$ cat src/design/csr_pkg.sv
package csr_pkg;

    parameter int CSR_ADDR_SIZE = 12;

    typedef enum logic [2:0] {
        NOPE  = 3'd0,
        READ  = 3'd1,
        WRITE = 3'd2,
        SET   = 3'd3,
        CLEAR = 3'd4,
        SYS   = 3'd5
    } csr_cmd_t;

    // Same 12 bits, seen as an index or as the standard access fields
    typedef union packed {
        logic [CSR_ADDR_SIZE-1:0] raw;
        struct packed {
            logic [1:0] access;
            logic [1:0] priv;
            logic [7:0] num;
        } fields;
    } csr_addr_u;

    // Machine-mode CSR addresses
    parameter logic [CSR_ADDR_SIZE-1:0] CSR_MSTATUS  = 12'h300;
    parameter logic [CSR_ADDR_SIZE-1:0] CSR_MTVEC    = 12'h305;
    parameter logic [CSR_ADDR_SIZE-1:0] CSR_MSCRATCH = 12'h340;
    parameter logic [CSR_ADDR_SIZE-1:0] CSR_MEPC     = 12'h341;
    parameter logic [CSR_ADDR_SIZE-1:0] CSR_MCAUSE   = 12'h342;
    parameter logic [CSR_ADDR_SIZE-1:0] CSR_MTVAL    = 12'h343;
    parameter logic [CSR_ADDR_SIZE-1:0] CSR_MCYCLE   = 12'hB00;
    parameter logic [CSR_ADDR_SIZE-1:0] CSR_MINSTRET = 12'hB02;
    parameter logic [CSR_ADDR_SIZE-1:0] CSR_MHARTID  = 12'hF14;

    // System instruction codes, carried on the address of a SYS request
    parameter logic [CSR_ADDR_SIZE-1:0] SYS_ECALL  = 12'h000;
    parameter logic [CSR_ADDR_SIZE-1:0] SYS_EBREAK = 12'h001;
    parameter logic [CSR_ADDR_SIZE-1:0] SYS_WFI    = 12'h105;
    parameter logic [CSR_ADDR_SIZE-1:0] SYS_SFENCE = 12'h120;
    parameter logic [CSR_ADDR_SIZE-1:0] SYS_MRET   = 12'h302;

    // Trap causes
    parameter logic [5:0] CAUSE_ILLEGAL_INSTR = 6'd2;
    parameter logic [5:0] CAUSE_BREAKPOINT    = 6'd3;
    parameter logic [5:0] CAUSE_ECALL_M       = 6'd11;

endpackage

$ cat src/design/commit_pkg.sv
package commit_pkg;

    parameter int XLEN = 64;

    typedef logic [XLEN-1:0] bus64_t;

    // Instruction classes that matter at commit
    typedef enum logic [3:0] {
        OTHER      = 4'd0,
        CSRRW      = 4'd1,
        CSRRS      = 4'd2,
        CSRRC      = 4'd3,
        CSRRWI     = 4'd4,
        CSRRSI     = 4'd5,
        CSRRCI     = 4'd6,
        ECALL      = 4'd7,
        EBREAK     = 4'd8,
        MRET       = 4'd9,
        WFI        = 4'd10,
        SFENCE_VMA = 4'd11
    } instr_type_t;

endpackage

$ cat src/design/wb_commit_reg.sv
`timescale 1ns/1ps

module wb_commit_reg (
    input  logic                                clk_i,
    input  logic                                arst_n_i,
    input  logic                                stall_exe_i,
    input  logic                                flush_i,
    input  logic                                instr_valid_i,
    input  commit_pkg::instr_type_t             instr_type_i,
    input  commit_pkg::bus64_t                  pc_i,
    input  logic [4:0]                          rs1_i,
    input  logic [csr_pkg::CSR_ADDR_SIZE-1:0]   csr_addr_i,
    input  commit_pkg::bus64_t                  result_i,
    input  logic                                xcpt_valid_i,
    input  logic [5:0]                          xcpt_cause_i,
    input  commit_pkg::bus64_t                  xcpt_tval_i,
    output logic                                cm_valid_o,
    output commit_pkg::instr_type_t             cm_type_o,
    output commit_pkg::bus64_t                  cm_pc_o,
    output logic [4:0]                          cm_rs1_o,
    output logic [csr_pkg::CSR_ADDR_SIZE-1:0]   cm_addr_o,
    output commit_pkg::bus64_t                  cm_result_o,
    output logic                                cm_xcpt_o,
    output logic [5:0]                          cm_cause_o,
    output commit_pkg::bus64_t                  cm_tval_o
);

    logic bubble;

    // A stall or a redirect at commit turns this slot into a bubble
    assign bubble = stall_exe_i | flush_i;

    always_ff @(posedge clk_i or negedge arst_n_i) begin
        if (!arst_n_i) begin
            cm_valid_o <= 1'b0;
            cm_xcpt_o  <= 1'b0;
        end else if (bubble) begin
            cm_valid_o <= 1'b0;
            cm_xcpt_o  <= 1'b0;
        end else begin
            cm_valid_o <= instr_valid_i;
            cm_xcpt_o  <= instr_valid_i & xcpt_valid_i;
        end
    end

    // Instruction fields, held while the execute stage stalls
    always_ff @(posedge clk_i) begin
        if (!stall_exe_i) begin
            cm_type_o   <= instr_type_i;
            cm_pc_o     <= pc_i;
            cm_rs1_o    <= rs1_i;
            cm_addr_o   <= csr_addr_i;
            cm_result_o <= result_i;
            cm_cause_o  <= xcpt_cause_i;
            cm_tval_o   <= xcpt_tval_i;
        end
    end

endmodule

$ cat src/design/csr_interface.sv
`timescale 1ns/1ps

module csr_interface (
    input  logic                                valid_i,
    input  commit_pkg::instr_type_t             instr_type_i,
    input  commit_pkg::bus64_t                  pc_i,
    input  logic [4:0]                          rs1_i,
    input  logic [csr_pkg::CSR_ADDR_SIZE-1:0]   csr_addr_i,
    input  commit_pkg::bus64_t                  result_i,
    input  logic                                xcpt_valid_i,
    input  logic [5:0]                          xcpt_cause_i,
    input  commit_pkg::bus64_t                  xcpt_tval_i,
    output logic                                csr_ena_o,
    output csr_pkg::csr_cmd_t                   csr_cmd_o,
    output logic [csr_pkg::CSR_ADDR_SIZE-1:0]   csr_addr_o,
    output commit_pkg::bus64_t                  csr_wdata_o,
    output commit_pkg::bus64_t                  csr_pc_o,
    output logic                                csr_exception_o,
    output logic [5:0]                          csr_cause_o,
    output commit_pkg::bus64_t                  csr_tval_o,
    output logic                                csr_retire_o
);

    logic                               ena;
    csr_pkg::csr_cmd_t                  cmd;
    logic [csr_pkg::CSR_ADDR_SIZE-1:0]  addr;
    commit_pkg::bus64_t                 wdata;
    commit_pkg::bus64_t                 uimm;
    logic                               rs1_zero;

    assign uimm     = {{(commit_pkg::XLEN-5){1'b0}}, rs1_i};
    assign rs1_zero = (rs1_i == 5'd0);

    always_comb begin
        ena   = 1'b0;
        cmd   = csr_pkg::NOPE;
        addr  = csr_addr_i;
        wdata = result_i;
        if (valid_i) begin
            ena = 1'b1;
            case (instr_type_i)
                commit_pkg::CSRRW:  cmd = csr_pkg::WRITE;
                commit_pkg::CSRRS:  cmd = rs1_zero ? csr_pkg::READ : csr_pkg::SET;
                commit_pkg::CSRRC:  cmd = rs1_zero ? csr_pkg::READ : csr_pkg::CLEAR;
                commit_pkg::CSRRWI: begin
                    cmd   = csr_pkg::WRITE;
                    wdata = uimm;
                end
                commit_pkg::CSRRSI: begin
                    cmd   = rs1_zero ? csr_pkg::READ : csr_pkg::SET;
                    wdata = uimm;
                end
                commit_pkg::CSRRCI: begin
                    cmd   = rs1_zero ? csr_pkg::READ : csr_pkg::CLEAR;
                    wdata = uimm;
                end
                // System ops tell the CSR file what they are through the address
                commit_pkg::ECALL:      addr = csr_pkg::SYS_ECALL;
                commit_pkg::EBREAK:     addr = csr_pkg::SYS_EBREAK;
                commit_pkg::MRET:       addr = csr_pkg::SYS_MRET;
                commit_pkg::WFI:        addr = csr_pkg::SYS_WFI;
                commit_pkg::SFENCE_VMA: addr = csr_pkg::SYS_SFENCE;
                default: ena = 1'b0;
            endcase
            if (ena && cmd == csr_pkg::NOPE) begin
                cmd   = csr_pkg::SYS;
                wdata = '0;
            end
        end
    end

    assign csr_ena_o   = ena;
    assign csr_cmd_o   = ena ? cmd : csr_pkg::NOPE;
    assign csr_addr_o  = ena ? addr : '0;
    // Without a request the data lane carries the faulting value
    assign csr_wdata_o = ena ? wdata : xcpt_tval_i;

    assign csr_pc_o        = pc_i;
    assign csr_exception_o = valid_i & xcpt_valid_i;
    assign csr_cause_o     = xcpt_cause_i;
    assign csr_tval_o      = xcpt_tval_i;
    assign csr_retire_o    = valid_i & ~xcpt_valid_i;

endmodule

$ cat src/design/csr_regfile.sv
`timescale 1ns/1ps

module csr_regfile #(
    parameter logic [63:0] HART_ID     = 64'h0,
    parameter logic [63:0] RESET_MTVEC = 64'h100
) (
    input  logic                                clk_i,
    input  logic                                arst_n_i,
    input  logic                                csr_ena_i,
    input  csr_pkg::csr_cmd_t                   csr_cmd_i,
    input  logic [csr_pkg::CSR_ADDR_SIZE-1:0]   csr_addr_i,
    input  commit_pkg::bus64_t                  csr_wdata_i,
    input  commit_pkg::bus64_t                  csr_pc_i,
    input  logic                                csr_exception_i,
    input  logic [5:0]                          csr_cause_i,
    input  commit_pkg::bus64_t                  csr_tval_i,
    input  logic                                csr_retire_i,
    output commit_pkg::bus64_t                  rdata_o,
    output logic                                rdata_valid_o,
    output logic                                redirect_o,
    output commit_pkg::bus64_t                  redirect_pc_o
);

    csr_pkg::csr_addr_u addr;

    logic               mie;
    logic               mpie;
    commit_pkg::bus64_t mtvec;
    commit_pkg::bus64_t mepc;
    logic [5:0]         mcause;
    commit_pkg::bus64_t mtval;
    commit_pkg::bus64_t mscratch;
    commit_pkg::bus64_t mcycle;
    commit_pkg::bus64_t minstret;

    commit_pkg::bus64_t old_val;
    commit_pkg::bus64_t new_val;
    logic               known;
    logic               is_access;
    logic               is_modify;
    logic               illegal;
    logic               sys;
    logic               ecall;
    logic               ebreak;
    logic               mret;
    logic               trap;
    logic               do_write;
    logic [5:0]         trap_cause;

    assign addr.raw = csr_addr_i;

    // Current value and existence of the addressed CSR
    always_comb begin
        known   = 1'b1;
        old_val = '0;
        case (addr.raw)
            csr_pkg::CSR_MSTATUS:  old_val = {56'b0, mpie, 3'b0, mie, 3'b0};
            csr_pkg::CSR_MTVEC:    old_val = mtvec;
            csr_pkg::CSR_MEPC:     old_val = mepc;
            csr_pkg::CSR_MCAUSE:   old_val = {58'b0, mcause};
            csr_pkg::CSR_MTVAL:    old_val = mtval;
            csr_pkg::CSR_MSCRATCH: old_val = mscratch;
            csr_pkg::CSR_MHARTID:  old_val = HART_ID;
            csr_pkg::CSR_MCYCLE:   old_val = mcycle;
            csr_pkg::CSR_MINSTRET: old_val = minstret;
            default:               known   = 1'b0;
        endcase
    end

    assign is_access = csr_ena_i & (csr_cmd_i == csr_pkg::READ  | csr_cmd_i == csr_pkg::WRITE |
                                    csr_cmd_i == csr_pkg::SET   | csr_cmd_i == csr_pkg::CLEAR);
    assign is_modify = is_access & (csr_cmd_i != csr_pkg::READ);

    // Access field 3 marks the read-only space
    assign illegal = is_modify & (~known | (addr.fields.access == 2'b11));

    assign sys    = csr_ena_i & (csr_cmd_i == csr_pkg::SYS);
    assign ecall  = sys & (addr.raw == csr_pkg::SYS_ECALL);
    assign ebreak = sys & (addr.raw == csr_pkg::SYS_EBREAK);
    assign mret   = sys & (addr.raw == csr_pkg::SYS_MRET);

    assign trap     = csr_exception_i | ecall | ebreak | illegal;
    assign do_write = is_modify & ~trap;

    always_comb begin
        if (csr_exception_i) begin
            trap_cause = csr_cause_i;
        end else if (ecall) begin
            trap_cause = csr_pkg::CAUSE_ECALL_M;
        end else if (ebreak) begin
            trap_cause = csr_pkg::CAUSE_BREAKPOINT;
        end else begin
            trap_cause = csr_pkg::CAUSE_ILLEGAL_INSTR;
        end
    end

    always_comb begin
        case (csr_cmd_i)
            csr_pkg::SET:   new_val = old_val | csr_wdata_i;
            csr_pkg::CLEAR: new_val = old_val & ~csr_wdata_i;
            default:        new_val = csr_wdata_i;
        endcase
    end

    assign rdata_valid_o = is_access & ~trap;
    assign rdata_o       = rdata_valid_o ? old_val : '0;
    assign redirect_o    = trap | mret;
    // Trap goes to the mtvec base, direct mode only
    assign redirect_pc_o = trap ? {mtvec[63:2], 2'b00} : (mret ? mepc : '0);

    always_ff @(posedge clk_i or negedge arst_n_i) begin
        if (!arst_n_i) begin
            mie      <= 1'b0;
            mpie     <= 1'b0;
            mtvec    <= RESET_MTVEC;
            mepc     <= '0;
            mcause   <= '0;
            mtval    <= '0;
            mscratch <= '0;
            mcycle   <= '0;
            minstret <= '0;
        end else begin
            mcycle <= mcycle + 1'b1;
            if (csr_retire_i && !trap) begin
                minstret <= minstret + 1'b1;
            end
            if (trap) begin
                mepc   <= csr_pc_i;
                mcause <= trap_cause;
                mtval  <= csr_exception_i ? csr_tval_i : '0;
                mpie   <= mie;
                mie    <= 1'b0;
            end else if (mret) begin
                mie  <= mpie;
                mpie <= 1'b1;
            end else if (do_write) begin
                // Software write wins over the counters
                case (addr.raw)
                    csr_pkg::CSR_MSTATUS: begin
                        mie  <= new_val[3];
                        mpie <= new_val[7];
                    end
                    csr_pkg::CSR_MTVEC:    mtvec    <= new_val;
                    csr_pkg::CSR_MEPC:     mepc     <= new_val;
                    csr_pkg::CSR_MCAUSE:   mcause   <= new_val[5:0];
                    csr_pkg::CSR_MTVAL:    mtval    <= new_val;
                    csr_pkg::CSR_MSCRATCH: mscratch <= new_val;
                    csr_pkg::CSR_MCYCLE:   mcycle   <= new_val;
                    csr_pkg::CSR_MINSTRET: minstret <= new_val;
                    default: ;
                endcase
            end
        end
    end

endmodule

$ cat src/design/csr_subsystem.sv
`timescale 1ns/1ps

module csr_subsystem #(
    parameter logic [63:0] HART_ID     = 64'h0,
    parameter logic [63:0] RESET_MTVEC = 64'h100
) (
    input  logic                                clk_i,
    input  logic                                arst_n_i,
    input  logic                                instr_valid_i,
    input  commit_pkg::instr_type_t             instr_type_i,
    input  commit_pkg::bus64_t                  pc_i,
    input  logic [4:0]                          rs1_i,
    input  logic [csr_pkg::CSR_ADDR_SIZE-1:0]   csr_addr_i,
    input  commit_pkg::bus64_t                  result_i,
    input  logic                                xcpt_valid_i,
    input  logic [5:0]                          xcpt_cause_i,
    input  commit_pkg::bus64_t                  xcpt_tval_i,
    input  logic                                stall_exe_i,
    output commit_pkg::bus64_t                  csr_rdata_o,
    output logic                                csr_rdata_valid_o,
    output logic                                retire_o,
    output logic                                redirect_o,
    output commit_pkg::bus64_t                  redirect_pc_o
);

    // Commit stage
    logic                               cm_valid;
    commit_pkg::instr_type_t            cm_type;
    commit_pkg::bus64_t                 cm_pc;
    logic [4:0]                         cm_rs1;
    logic [csr_pkg::CSR_ADDR_SIZE-1:0]  cm_addr;
    commit_pkg::bus64_t                 cm_result;
    logic                               cm_xcpt;
    logic [5:0]                         cm_cause;
    commit_pkg::bus64_t                 cm_tval;

    // CSR request
    logic                               csr_ena;
    csr_pkg::csr_cmd_t                  csr_cmd;
    logic [csr_pkg::CSR_ADDR_SIZE-1:0]  csr_addr;
    commit_pkg::bus64_t                 csr_wdata;
    commit_pkg::bus64_t                 csr_pc;
    logic                               csr_exception;
    logic [5:0]                         csr_cause;
    commit_pkg::bus64_t                 csr_tval;
    logic                               csr_retire;

    logic                               redirect;

    assign retire_o   = csr_retire;
    assign redirect_o = redirect;

    wb_commit_reg wb_commit_reg_inst (
        .clk_i         (clk_i),
        .arst_n_i      (arst_n_i),
        .stall_exe_i   (stall_exe_i),
        .flush_i       (redirect),
        .instr_valid_i (instr_valid_i),
        .instr_type_i  (instr_type_i),
        .pc_i          (pc_i),
        .rs1_i         (rs1_i),
        .csr_addr_i    (csr_addr_i),
        .result_i      (result_i),
        .xcpt_valid_i  (xcpt_valid_i),
        .xcpt_cause_i  (xcpt_cause_i),
        .xcpt_tval_i   (xcpt_tval_i),
        .cm_valid_o    (cm_valid),
        .cm_type_o     (cm_type),
        .cm_pc_o       (cm_pc),
        .cm_rs1_o      (cm_rs1),
        .cm_addr_o     (cm_addr),
        .cm_result_o   (cm_result),
        .cm_xcpt_o     (cm_xcpt),
        .cm_cause_o    (cm_cause),
        .cm_tval_o     (cm_tval)
    );

    csr_interface csr_interface_inst (
        .valid_i         (cm_valid),
        .instr_type_i    (cm_type),
        .pc_i            (cm_pc),
        .rs1_i           (cm_rs1),
        .csr_addr_i      (cm_addr),
        .result_i        (cm_result),
        .xcpt_valid_i    (cm_xcpt),
        .xcpt_cause_i    (cm_cause),
        .xcpt_tval_i     (cm_tval),
        .csr_ena_o       (csr_ena),
        .csr_cmd_o       (csr_cmd),
        .csr_addr_o      (csr_addr),
        .csr_wdata_o     (csr_wdata),
        .csr_pc_o        (csr_pc),
        .csr_exception_o (csr_exception),
        .csr_cause_o     (csr_cause),
        .csr_tval_o      (csr_tval),
        .csr_retire_o    (csr_retire)
    );

    csr_regfile #(
        .HART_ID     (HART_ID),
        .RESET_MTVEC (RESET_MTVEC)
    ) csr_regfile_inst (
        .clk_i           (clk_i),
        .arst_n_i        (arst_n_i),
        .csr_ena_i       (csr_ena),
        .csr_cmd_i       (csr_cmd),
        .csr_addr_i      (csr_addr),
        .csr_wdata_i     (csr_wdata),
        .csr_pc_i        (csr_pc),
        .csr_exception_i (csr_exception),
        .csr_cause_i     (csr_cause),
        .csr_tval_i      (csr_tval),
        .csr_retire_i    (csr_retire),
        .rdata_o         (csr_rdata_o),
        .rdata_valid_o   (csr_rdata_valid_o),
        .redirect_o      (redirect),
        .redirect_pc_o   (redirect_pc_o)
    );

endmodule

$ cat config.mk
export PLATFORM = sky130hd
export DESIGN_NAME = csr_subsystem
export DESIGN_NICKNAME = d
export VERILOG_FILES = /design/src/design/csr_pkg.sv /design/src/design/commit_pkg.sv /design/src/design/wb_commit_reg.sv /design/src/design/csr_interface.sv /design/src/design/csr_regfile.sv /design/src/design/csr_subsystem.sv
export SDC_FILE = /design/constraint.sdc
export NUM_CORES = 1
export LEC_CHECK = 0
export BUFFER_PORTS_ARGS = -buffer_cell sky130_fd_sc_hd__buf_2
export CORE_ASPECT_RATIO = 1.4
export CORE_UTILIZATION = 48
export DETAILED_ROUTE_END_ITERATION = 10
export PLACE_DENSITY_LB_ADDON = 0.25
export SYNTH_ARGS = -nofsm -noshare
export SYNTH_HDL_FRONTEND = slang
export SYNTH_HIERARCHICAL = 1
export SYNTH_SLANG_ARGS = --single-unit
$ cat constraint.sdc
create_clock -name clk_i -period 7.2 [get_ports clk_i]
set_input_delay 0.36 -clock clk_i [delete_from_list [all_inputs] [get_ports clk_i]]
set_output_delay 0.36 -clock clk_i [all_outputs]
set_load 0.05 [all_outputs]
==> summary.txt, run 1 <==
Logic synthesis
  – Yosys Warn Count: 6
  – Yosys cell types: 84
  – Asr flop ratio synth: 0.643
  – Synth top area share: 0.300
  – Net Count, Synth: 3333
  – Post-synthesis instance area: 32700 um2
  – Most area-hungry cell type in the Yosys netlist: dfrtp_1
  – Top post-synthesis cells by area: dfrtp_1 (30%), edfxtp_1 (20%), mux2_2 (5.5%), nand2_1 (4.3%), a22o_1 (3.7%)
  – Seq/Total Area, Yosys: 0.502
  – Post-synth EDFFs: 219
  – Cells after Synth: 3107
  – Register bit total from synthesis: 613
  – Synthesized area per cell: 10.5 um2
  – Most common flop cell mapped by yosys: dfrtp_1

Setup path
  – CP startpoint kind: flop
  – Arrival time worst endpoint: 5.50 ns
  – Critical Path Fanout Max: 26
  – Worst EP required: 6.84 ns
  – Worst setup EP type: output pin
  – Reg2reg path depth: 11
  – WS Path Type: flop to output pin

Placed design
  – Placer Congestion: 0.898
  – DP Wirelength: 66.6 mm
  – Buffers on Ports: 354
  – Placed inst area: 34100 um2
  – Cell count after placement: 4005

GRT
  – Global-route wire length before repair: 158 mm
  – GRT Resource Usage Total: 0.293
  – Vias in the first global route: 26850
  – Global routing usage on met2: 0.501
  – Grt peak-use layer: met2
  – M1 GR Usage: 0.373
  – Pin count of the biggest net entering global routing: 168
  – Initial antenna violation count: 1
  – M3 GR Usage: 0.0404
  – Grt ovf: 0

Finish
  – Most common cell after layout, fill and taps aside: dfrtp_1
  – Fillers: 5701
  – Area delta synth->final: 17.8%
  – Most frequent cells in the layout: dfrtp_1 (393), nand2_1 (370), buf_2 (353)
  – Layout cell share with drive strength beyond 1: 0.219
  – Total Nets Final: 3666
  – Fin area: 38600 um2
  – Final std cells w/o fill: 4346
  – Layout Utilization: 0.576
  – Diode count: 0

Timing
  – Worst-Margin Slew: 1.23 ns
  – Slew headroom: 0.182
  – Final Hold Viols: 0
  – Max Clock Freq: 171 MHz
  – Final setup TNS: 0 ns
  – Final setup violation count: 0
  – Final Max Slew Viols: 0
  – Minimum clock period: 5.86 ns
  – Hold_ws: 0.0877 ns
  – Fin crit share: 0.814
  – RSZ-0062 raised after global routing: false
  – Worst Clk Skew: 0.0243 ns

Floorplanning
  – Core area: 67000 um2
  – Die Y: 311 um
  – Width of the die: 223 um
  – Row cnt: 112
  – I/O pin cnt: 355
  – Initial core utilization: 0.489
  – Die area: 69300 um2

Clocking
  – Worst-Skew Late Latency: 0.62 ns
  – Longest Clk Path Bufs: 3
  – CTS tree: built
  – # H-tree levels: 3
  – Clk root buf: clkbuf_16
  – Clock Pin Slew Worst Setup and Hold Paths: 0.06 ns
  – TritonCTS Buffers: 66
  – CTS Sinks: 613
  – CTS resizes: 0

Flow run
  – Max_cap viols: 0

Routing
  – Routed vias/inst: 6.02
  – First-iteration detailed-routing DRC count: 2293
  – WL per Instance: 23.4 um
  – Via count: 26178
  – DR DRC count: 0
  – TritonRoute pass-1 iters: 5
  – Post-DRT Antenna Nets: 0
  – Drt total wl: 102 mm

Power and ir drop
  – Max VDD drop: 0.000175 V
  – Static leakage: 16.8 nW
  – Cell Pwr Density: 233 nW/um2

Hold path
  – Min-delay worst type: primary input to flop
  – WHS Path Cells: 2

Run status
  – Outcome: finished, final reports clean
[through the flow]
step / total power, mW / setup slack, ns
after floorplan: 5.07 / 2.05
after global placement: 5.37 / 2.10
after detailed placement: 5.42 / 2.04
after CTS: 9.05 / 1.41
after global routing: 9.33 / 1.14
final: 8.98 / 1.34
[layer usage]
metal / routed length (um) / share of wire / vias up
li1: - / - / 11892
met1: 41600 / 0.41 / 12978
met2: 50300 / 0.49 / 1093
met3: 6260 / 0.061 / 213
met4: 3610 / 0.035 / 2
met5: 11 / 0.00011 / -
[path summary, 6_finish.rpt]
check	from	endpoint	slack (ns)
max	wb_commit_reg_inst/cm_type_o[3]	redirect_pc_o[61]	1.34
min	xcpt_valid_i	wb_commit_reg_inst/cm_xcpt_o	0.09
max reg2reg	wb_commit_reg_inst/cm_type_o[3]	wb_commit_reg_inst/cm_valid_o	1.89
min reg2reg	csr_regfile_inst/mscratch[17]	csr_regfile_inst/mscratch[17]	0.48
max in group asynchronous	arst_n_i	csr_regfile_inst/mepc[35]	5.30
min in group asynchronous	arst_n_i	csr_regfile_inst/mepc[1]	0.37
[worst max-delay path, stage by stage (launching register included)]
cell and delay, ns:
edfxtp_1 0.65, nand2b_1 0.30, nor3_1 0.15, and2_1 0.43, nor4b_2 1.07, nand2_1 0.27
nor2_4 0.94, buf_4 0.49, nand3_1 0.13, nand2_1 0.16, buf_2 0.29
[registers in the layout (all words and copies together) (netlist names)]
register and count:
csr_regfile_inst/mpie 1, wb_commit_reg_inst/cm_xcpt_o 1, wb_commit_reg_inst/cm_result_o 64, wb_commit_reg_inst/cm_pc_o 64
wb_commit_reg_inst/cm_rs1_o 5, csr_regfile_inst/mie 1, wb_commit_reg_inst/cm_valid_o 1, wb_commit_reg_inst/cm_addr_o 12
csr_regfile_inst/mepc 64, wb_commit_reg_inst/cm_type_o 4, csr_regfile_inst/mcause 6, csr_regfile_inst/mcycle 64
csr_regfile_inst/minstret 64, csr_regfile_inst/mtval 64, csr_regfile_inst/mscratch 64, csr_regfile_inst/mtvec 64
wb_commit_reg_inst/cm_tval_o 64, wb_commit_reg_inst/cm_cause_o 6
[synth_stat cells (5+ instances only)]
cell,n
a221oi_1,52
a22o_1,139
o21ai_1,26
nand2_1,372
clkbuf_1,128
buf_1,14
nor3_1,27
a21oi_1,188
and2_1,17
dfrtp_1,393
edfxtp_1,219
inv_1,15
o21ai_0,93
a31oi_1,9
mux2_2,161
and3_1,38
nand3_1,132
xor2_1,88
buf_6,8
mux2i_1,65
and4_1,14
nor2_1,301
o2bb2ai_1,19
nor4_1,5
o31ai_2,12
or3_1,5
buf_4,142
a22oi_1,78
o31ai_1,9
nand4_1,60
nor2b_1,9
a211oi_1,17
o31a_1,13
o31ai_4,41
buf_2,67
nor3b_1,6
xnor2_1,38
[cells by family (layout without fill, tap and decap cells)]
group,count (synthesis),count (layout),share of synthesized area
DFF,613,613,0.502
xor gates and xnor gates,126,126,0.0337
adders and majority gates,2,2,0.000764
AOI/OAI and AO/OA,743,743,0.179
muxes,227,227,0.0759
and+or+nand+nor,1022,1022,0.144
buffers and inverters,374,758,0.0636
[layout make-up]
| cell class | instances | area (um2) | area share |
|---|---|---|---|
| clock buffer | 94 | 1880 | 0.0487 |
| clock inverter | 25 | 320 | 0.00831 |
| inverter | 15 | 63.8 | 0.00165 |
| multi-input combinational | 2120 | 14400 | 0.373 |
| sequential | 613 | 16400 | 0.426 |
| tap | 855 | 1070 | 0.0277 |
| timing repair buffer | 624 | 4410 | 0.114 |
[power by group]
part	internal, mW	switching, mW	total [mW]	leakage (nW)
Sequential	4.04	0.284	4.32	7.37
Clock	2.08	1.44	3.52	1.08
Combinational	0.472	0.671	1.14	8.35
Total	6.58	2.40	8.98	16.8
[repair_timing]
item / 4_1_cts / 5_1_grt
buffers inserted: 0 / 0
hold buffers: 222 / 0
hold endpoints to repair: 327 / 0
Note: power is estimated with default switching activity, not from simulation.
==> inputs of run 2 (changes only) <==
Clock period 7.2 ns to 5.8 ns, I/O delays scaled along.
==> summary.txt, run 2 (synthesized netlist as in run 1, its figures left out) <==
Timing
  – Worst-Margin Slew: 1.25 ns
  – RSZ-0062 raised after global routing: false
  – Final Hold Viols: 0
  – Worst Clk Skew: 0.0141 ns
  – Hold_ws: 0.0330 ns
  – Final setup violation count: 0
  – Minimum clock period: 5.46 ns
  – Max Clock Freq: 183 MHz
  – Final setup TNS: 0 ns
  – Final Max Slew Viols: 0
  – Slew headroom: 0.158
  – Fin crit share: 0.941

Setup path
  – WS Path Type: flop to output pin
  – Worst EP required: 5.51 ns
  – Arrival time worst endpoint: 5.17 ns
  – R2r startpoint: wb_commit_reg_inst/cm_type_o[3]
  – R2r endpoint: csr_regfile_inst/mtval[57]
  – Setup slack, reg-to-reg: 0.77 ns
  – Worst setup EP type: output pin
  – CP startpoint kind: flop
  – Reg2reg path depth: 11
  – Critical Path Fanout Max: 45

Routing
  – WL per Instance: 23.7 um
  – Drt total wl: 103 mm
  – Via count: 26333
  – Post-DRT Antenna Nets: 0
  – Routed vias/inst: 6.05
  – First-iteration detailed-routing DRC count: 2374
  – DR DRC count: 0
  – TritonRoute pass-1 iters: 5

Finish
  – Fillers: 5634
  – Most common cell after layout, fill and taps aside: dfrtp_1
  – Diode count: 0
  – Total Nets Final: 3674
  – Area delta synth->final: 18.3%
  – Layout cell share with drive strength beyond 1: 0.220
  – Most frequent cells in the layout: dfrtp_1 (393), nand2_1 (370), buf_2 (353)

Floorplanning
  – Die Y: 311 um
  – I/O pin cnt: 355
  – Row cnt: 112
  – Width of the die: 223 um
  – Core area: 67000 um2
  – Die area: 69300 um2
  – Initial core utilization: 0.489

Clocking
  – CTS tree: built
  – Clk root buf: clkbuf_16
  – # H-tree levels: 3
  – CTS Sinks: 613
  – TritonCTS Buffers: 66
  – Longest Clk Path Bufs: 3
  – CTS resizes: 0
  – Clock Pin Slew Worst Setup and Hold Paths: 0.06 ns
  – Worst-Skew Late Latency: 0.62 ns

GRT
  – Grt ovf: 0
  – Pin count of the biggest net entering global routing: 163
  – Global-route wire length before repair: 158 mm
  – Vias in the first global route: 26653
  – GRT Resource Usage Total: 0.295
  – Initial antenna violation count: 2

Flow run
  – Max_cap viols: 0

Hold path
  – Min-delay src: instr_valid_i
  – WHS Path Cells: 2
  – Min-delay worst type: primary input to flop
  – Hold EP: wb_commit_reg_inst/cm_xcpt_o

Placed design
  – Buffers on Ports: 354
  – DP Wirelength: 65.6 mm
  – Placer Congestion: 0.945

Power and ir drop
  – Max VDD drop: 0.000273 V
  – Pwr Total: 11.1 mW
  – Static leakage: 16.9 nW
  – Cell Pwr Density: 286 nW/um2

Run status
  – Outcome: finished, final reports clean
==> run 2: cell type report <==
type / instances / area, um2 / area share
flip-flops and latches: 613 / 16400 / 0.425
multi-input cells: 2120 / 14400 / 0.371
repair buffers: 632 / 4590 / 0.119
clock buffers: 101 / 2000 / 0.0517
well taps: 855 / 1070 / 0.0276
clock inverters: 19 / 178 / 0.00459
inverters: 15 / 63.8 / 0.00165
==> run 2: metrics by stage <==
stage / instance area, um2 / util / cells / worst slack, ns
final: 38700 / 0.578 / 4355 / 0.341
after global routing: 38700 / 0.578 / 4355 / 0.0889
after CTS: 38700 / 0.578 / 4355 / 0.396
after global placement: 34300 / 0.512 / 4012 / 1.03
after detailed placement: 34300 / 0.512 / 4012 / 0.846
after floorplan: 32700 / - / 3107 / 0.721
==> run 2: worst max-delay path by stage <==
stage / endpoint / start / slack (ns)
after floorplan: wb_commit_reg_inst/cm_addr_o[0] / stall_exe_i / 0.72
after global placement: csr_regfile_inst/mtval[4] / wb_commit_reg_inst/cm_type_o[3] / 1.03
after detailed placement: csr_regfile_inst/mtval[4] / wb_commit_reg_inst/cm_type_o[3] / 0.85
after CTS: csr_rdata_o[11] / wb_commit_reg_inst/cm_type_o[3] / 0.40
after global routing: csr_rdata_o[11] / wb_commit_reg_inst/cm_type_o[3] / 0.09
final: csr_rdata_o[11] / wb_commit_reg_inst/cm_type_o[3] / 0.34
==> run 2: critical path, stage by stage, from the launching register on <==
cell	delay, ns
edfxtp_1	0.60
a21o_1	0.24
nand2_1	0.08
nand3_1	0.19
nor2_1	0.57
buf_4	0.30
nor3b_2	0.49
nand4_1	0.27
o2111a_4	0.33
a21oi_4	0.33
o211ai_1	0.18
buf_4	0.36
nor2_1	0.30
buf_2	0.32
==> run 2: timing repair <==
item,CTS,global route
hold endpoints to repair,296,0
setup buffers,0,0
hold buffers,223,0
endpoints found under the setup margin,0,0
==> run 2: power by group <==
part	switching [mW]	total (mW)	internal (mW)
Sequential	0.359	5.37	5.01
Combinational	0.822	1.41	0.588
Clock	1.78	4.30	2.52
==> run 2: metal layers <==
layer	track usage	vias to the layer above	routed length, um
met5	0	-	23
met4	0.115	4	3420
met3	0.0431	204	6040
met2	0.504	1059	50900
met1	0.377	13160	42800
li1	-	11906	-
==> inputs of run 3 (changes only) <==
Settings changed: ABC_AREA set to 1.
==> summary.txt, run 3 <==
Run status
  – Outcome: finished, final reports clean

Routing
  – TritonRoute pass-1 iters: 6
  – First-iteration detailed-routing DRC count: 3798
  – DR DRC count: 0
  – WL per Instance: 22.8 um
  – Post-DRT Antenna Nets: 0
  – Routed vias/inst: 5.52
  – Met2 wire len: 70.0 mm
  – Highest Signal Layer: met5
  – Via count: 35101
  – WL met1: 56.3 mm
  – Met3 WL: 12.2 mm
  – Drt total wl: 145 mm

Floorplanning
  – Core area: 73000 um2
  – Initial core utilization: 0.488
  – Die area: 75300 um2
  – Width of the die: 232 um
  – Row cnt: 117
  – I/O pin cnt: 355
  – Die Y: 324 um

Setup path
  – CP startpoint kind: flop
  – R2r endpoint: csr_regfile_inst/mtval[44]
  – Worst EP required: 5.51 ns
  – R2r startpoint: wb_commit_reg_inst/cm_type_o[0]
  – Critical Path Fanout Max: 24
  – Reg2reg path depth: 17
  – Critical Path Start: wb_commit_reg_inst/cm_type_o[0]
  – Worst setup EP type: output pin
  – WS Path Type: flop to output pin
  – Arrival time worst endpoint: 5.21 ns
  – Setup slack, reg-to-reg: 0.76 ns

Logic synthesis
  – Post-synth EDFFs: 219
  – Most common flop cell mapped by yosys: dfrtp_1
  – Register bit total from synthesis: 613
  – Seq/Total Area, Yosys: 0.461
  – Most common library cells after synthesis: nand2_1 (2103), inv_1 (503), nor2_1 (435)
  – Most area-hungry cell type in the Yosys netlist: dfrtp_1
  – Net Count, Synth: 5207
  – Post-synthesis instance area: 35600 um2
  – Synthesized area per cell: 7.15 um2
  – Cells after Synth: 4981
  – Top-count cell post-synth: nand2_1
  – Synth top area share: 0.276
  – Yosys cell types: 43
  – Asr flop ratio synth: 0.643
  – Yosys Warn Count: 6
  – Top post-synthesis cells by area: dfrtp_1 (28%), nand2_1 (22%), edfxtp_1 (18%), inv_1 (5.3%), nor2_1 (4.6%)

Timing
  – Final setup TNS: 0 ns
  – Fin crit share: 0.949
  – Worst-Margin Slew: 1.20 ns
  – Final Max Slew Viols: 0
  – Max Clock Freq: 182 MHz
  – Worst Clk Skew: 0.0295 ns
  – Final setup violation count: 0
  – Minimum clock period: 5.50 ns
  – Final Hold Viols: 0
  – RSZ-0062 raised after global routing: false
  – Slew headroom: 0.197
  – Final worst slack: 0.297 ns

Placed design
  – DP Wirelength: 105 mm
  – Buffers on Ports: 354
  – Placer Congestion: 1.05
  – Place WS: 0.734 ns

Power and ir drop
  – Static leakage: 20.4 nW
  – Max VDD drop: 0.000283 V
  – Cell Pwr Density: 250 nW/um2

GRT
  – Grt ovf: 0
  – Global-route wire length before repair: 214 mm
  – Pin count of the biggest net entering global routing: 143
  – GRT Resource Usage Total: 0.384
  – Vias in the first global route: 33875
  – Initial antenna violation count: 2

Clocking
  – Clock Pin Slew Worst Setup and Hold Paths: 0.07 ns
  – CTS tree: built
  – CTS Sinks: 613
  – Clk root buf: clkbuf_16
  – TritonCTS Buffers: 67
  – Longest Clk Path Bufs: 3
  – Buffer count from post-CTS setup fixing: 0
  – Worst-Skew Late Latency: 0.64 ns
  – # H-tree levels: 3

Finish
  – Area delta synth->final: 20.4%
  – Total Nets Final: 5577
  – Layout cell share with drive strength beyond 1: 0.112
  – Layout Utilization: 0.587
  – Diode count: 0
  – Fillers: 6746
  – Most common cell after layout, fill and taps aside: nand2_1
  – Most frequent cells in the layout: nand2_1 (2103), inv_1 (502), nor2_1 (434)

Hold path
  – Min-delay worst type: primary input to asynchronous set/reset pin

Flow run
  – Max_cap viols: 0
-- run 3: routing by layer --
layer  vias to the layer above  track usage
met3                       348       0.0624
li1                      16233            -
met2                      1835        0.634
met4                         2        0.173
met5                         -            0
met1                     16683        0.490
-- run 3: repair_timing --
item	CTS	global route
resized for setup	0	0
setup endpoints to repair	0	23
endpoints found under the hold margin	271	0
hold buffers	223	0
-- run 3: critical path, cell delays in order (launching register included) --
cell      delay (ns)
edfxtp_1        0.42
nor2_1          0.17
nor2_1          0.16
o21ai_4         0.50
a21oi_1         0.25
nor2_2          0.22
nand2_2         0.11
nor2_2          0.45
nand3b_2        0.15
nand3_1         0.17
inv_2           0.09
nand2_4         0.11
nor2_2          0.05
inv_2           0.70
buf_4           0.48
o22ai_1         0.27
buf_12          0.23
-- run 3: layout make-up --
cell class / instances / area (um2) / share of cell area
flip-flops and latches: 613 / 16400 / 0.383
clock inverters: 36 / 414 / 0.00966
well taps: 952 / 1190 / 0.0278
clock buffers: 87 / 1910 / 0.0445
repair buffers: 640 / 5750 / 0.134
multi-input cells: 3506 / 15200 / 0.355
inverters: 523 / 1970 / 0.0460
-- run 3: cells by family after synthesis --
group,Yosys count,share of synthesized area
buffers and inverters,863,0.113
AO/OA/AOI/OAI,556,0.0853
adder cells (fa/ha/maj),2,0.000702
flip-flops,613,0.461
XOR/XNOR,93,0.0229
AND/OR/NAND/NOR,2854,0.317
-- run 3: power breakdown --
group / internal, mW / switching (mW) / total (mW)
clock: 2.66 / 1.89 / 4.55
combinational: 0.397 / 0.837 / 1.23
sequential: 4.77 / 0.161 / 4.93
-- run 3: worst max-delay path by stage --
stage                                 end  cells past startpoint
5_1_grt                 redirect_pc_o[33]                     21
4_1_cts                 redirect_pc_o[58]                     16
6_report                redirect_pc_o[58]                     16
3_5_place_dp   csr_regfile_inst/mtval[11]                     17
2_1_floorplan             csr_rdata_o[13]                     18
3_3_place_gp     csr_regfile_inst/mepc[6]                     17
-- run 3: stage by stage --
stage,instances,power [mW],hold WS [ns],instance area [um2]
2_1_floorplan,4981,5.71,-0.00559,35600
3_3_place_gp,6010,6.07,0.247,38300
3_5_place_dp,6010,6.08,0.249,38300
4_1_cts,6356,10.7,0.166,42900
5_1_grt,6357,11.1,0.196,42900
6_report,6357,10.7,0.145,42900
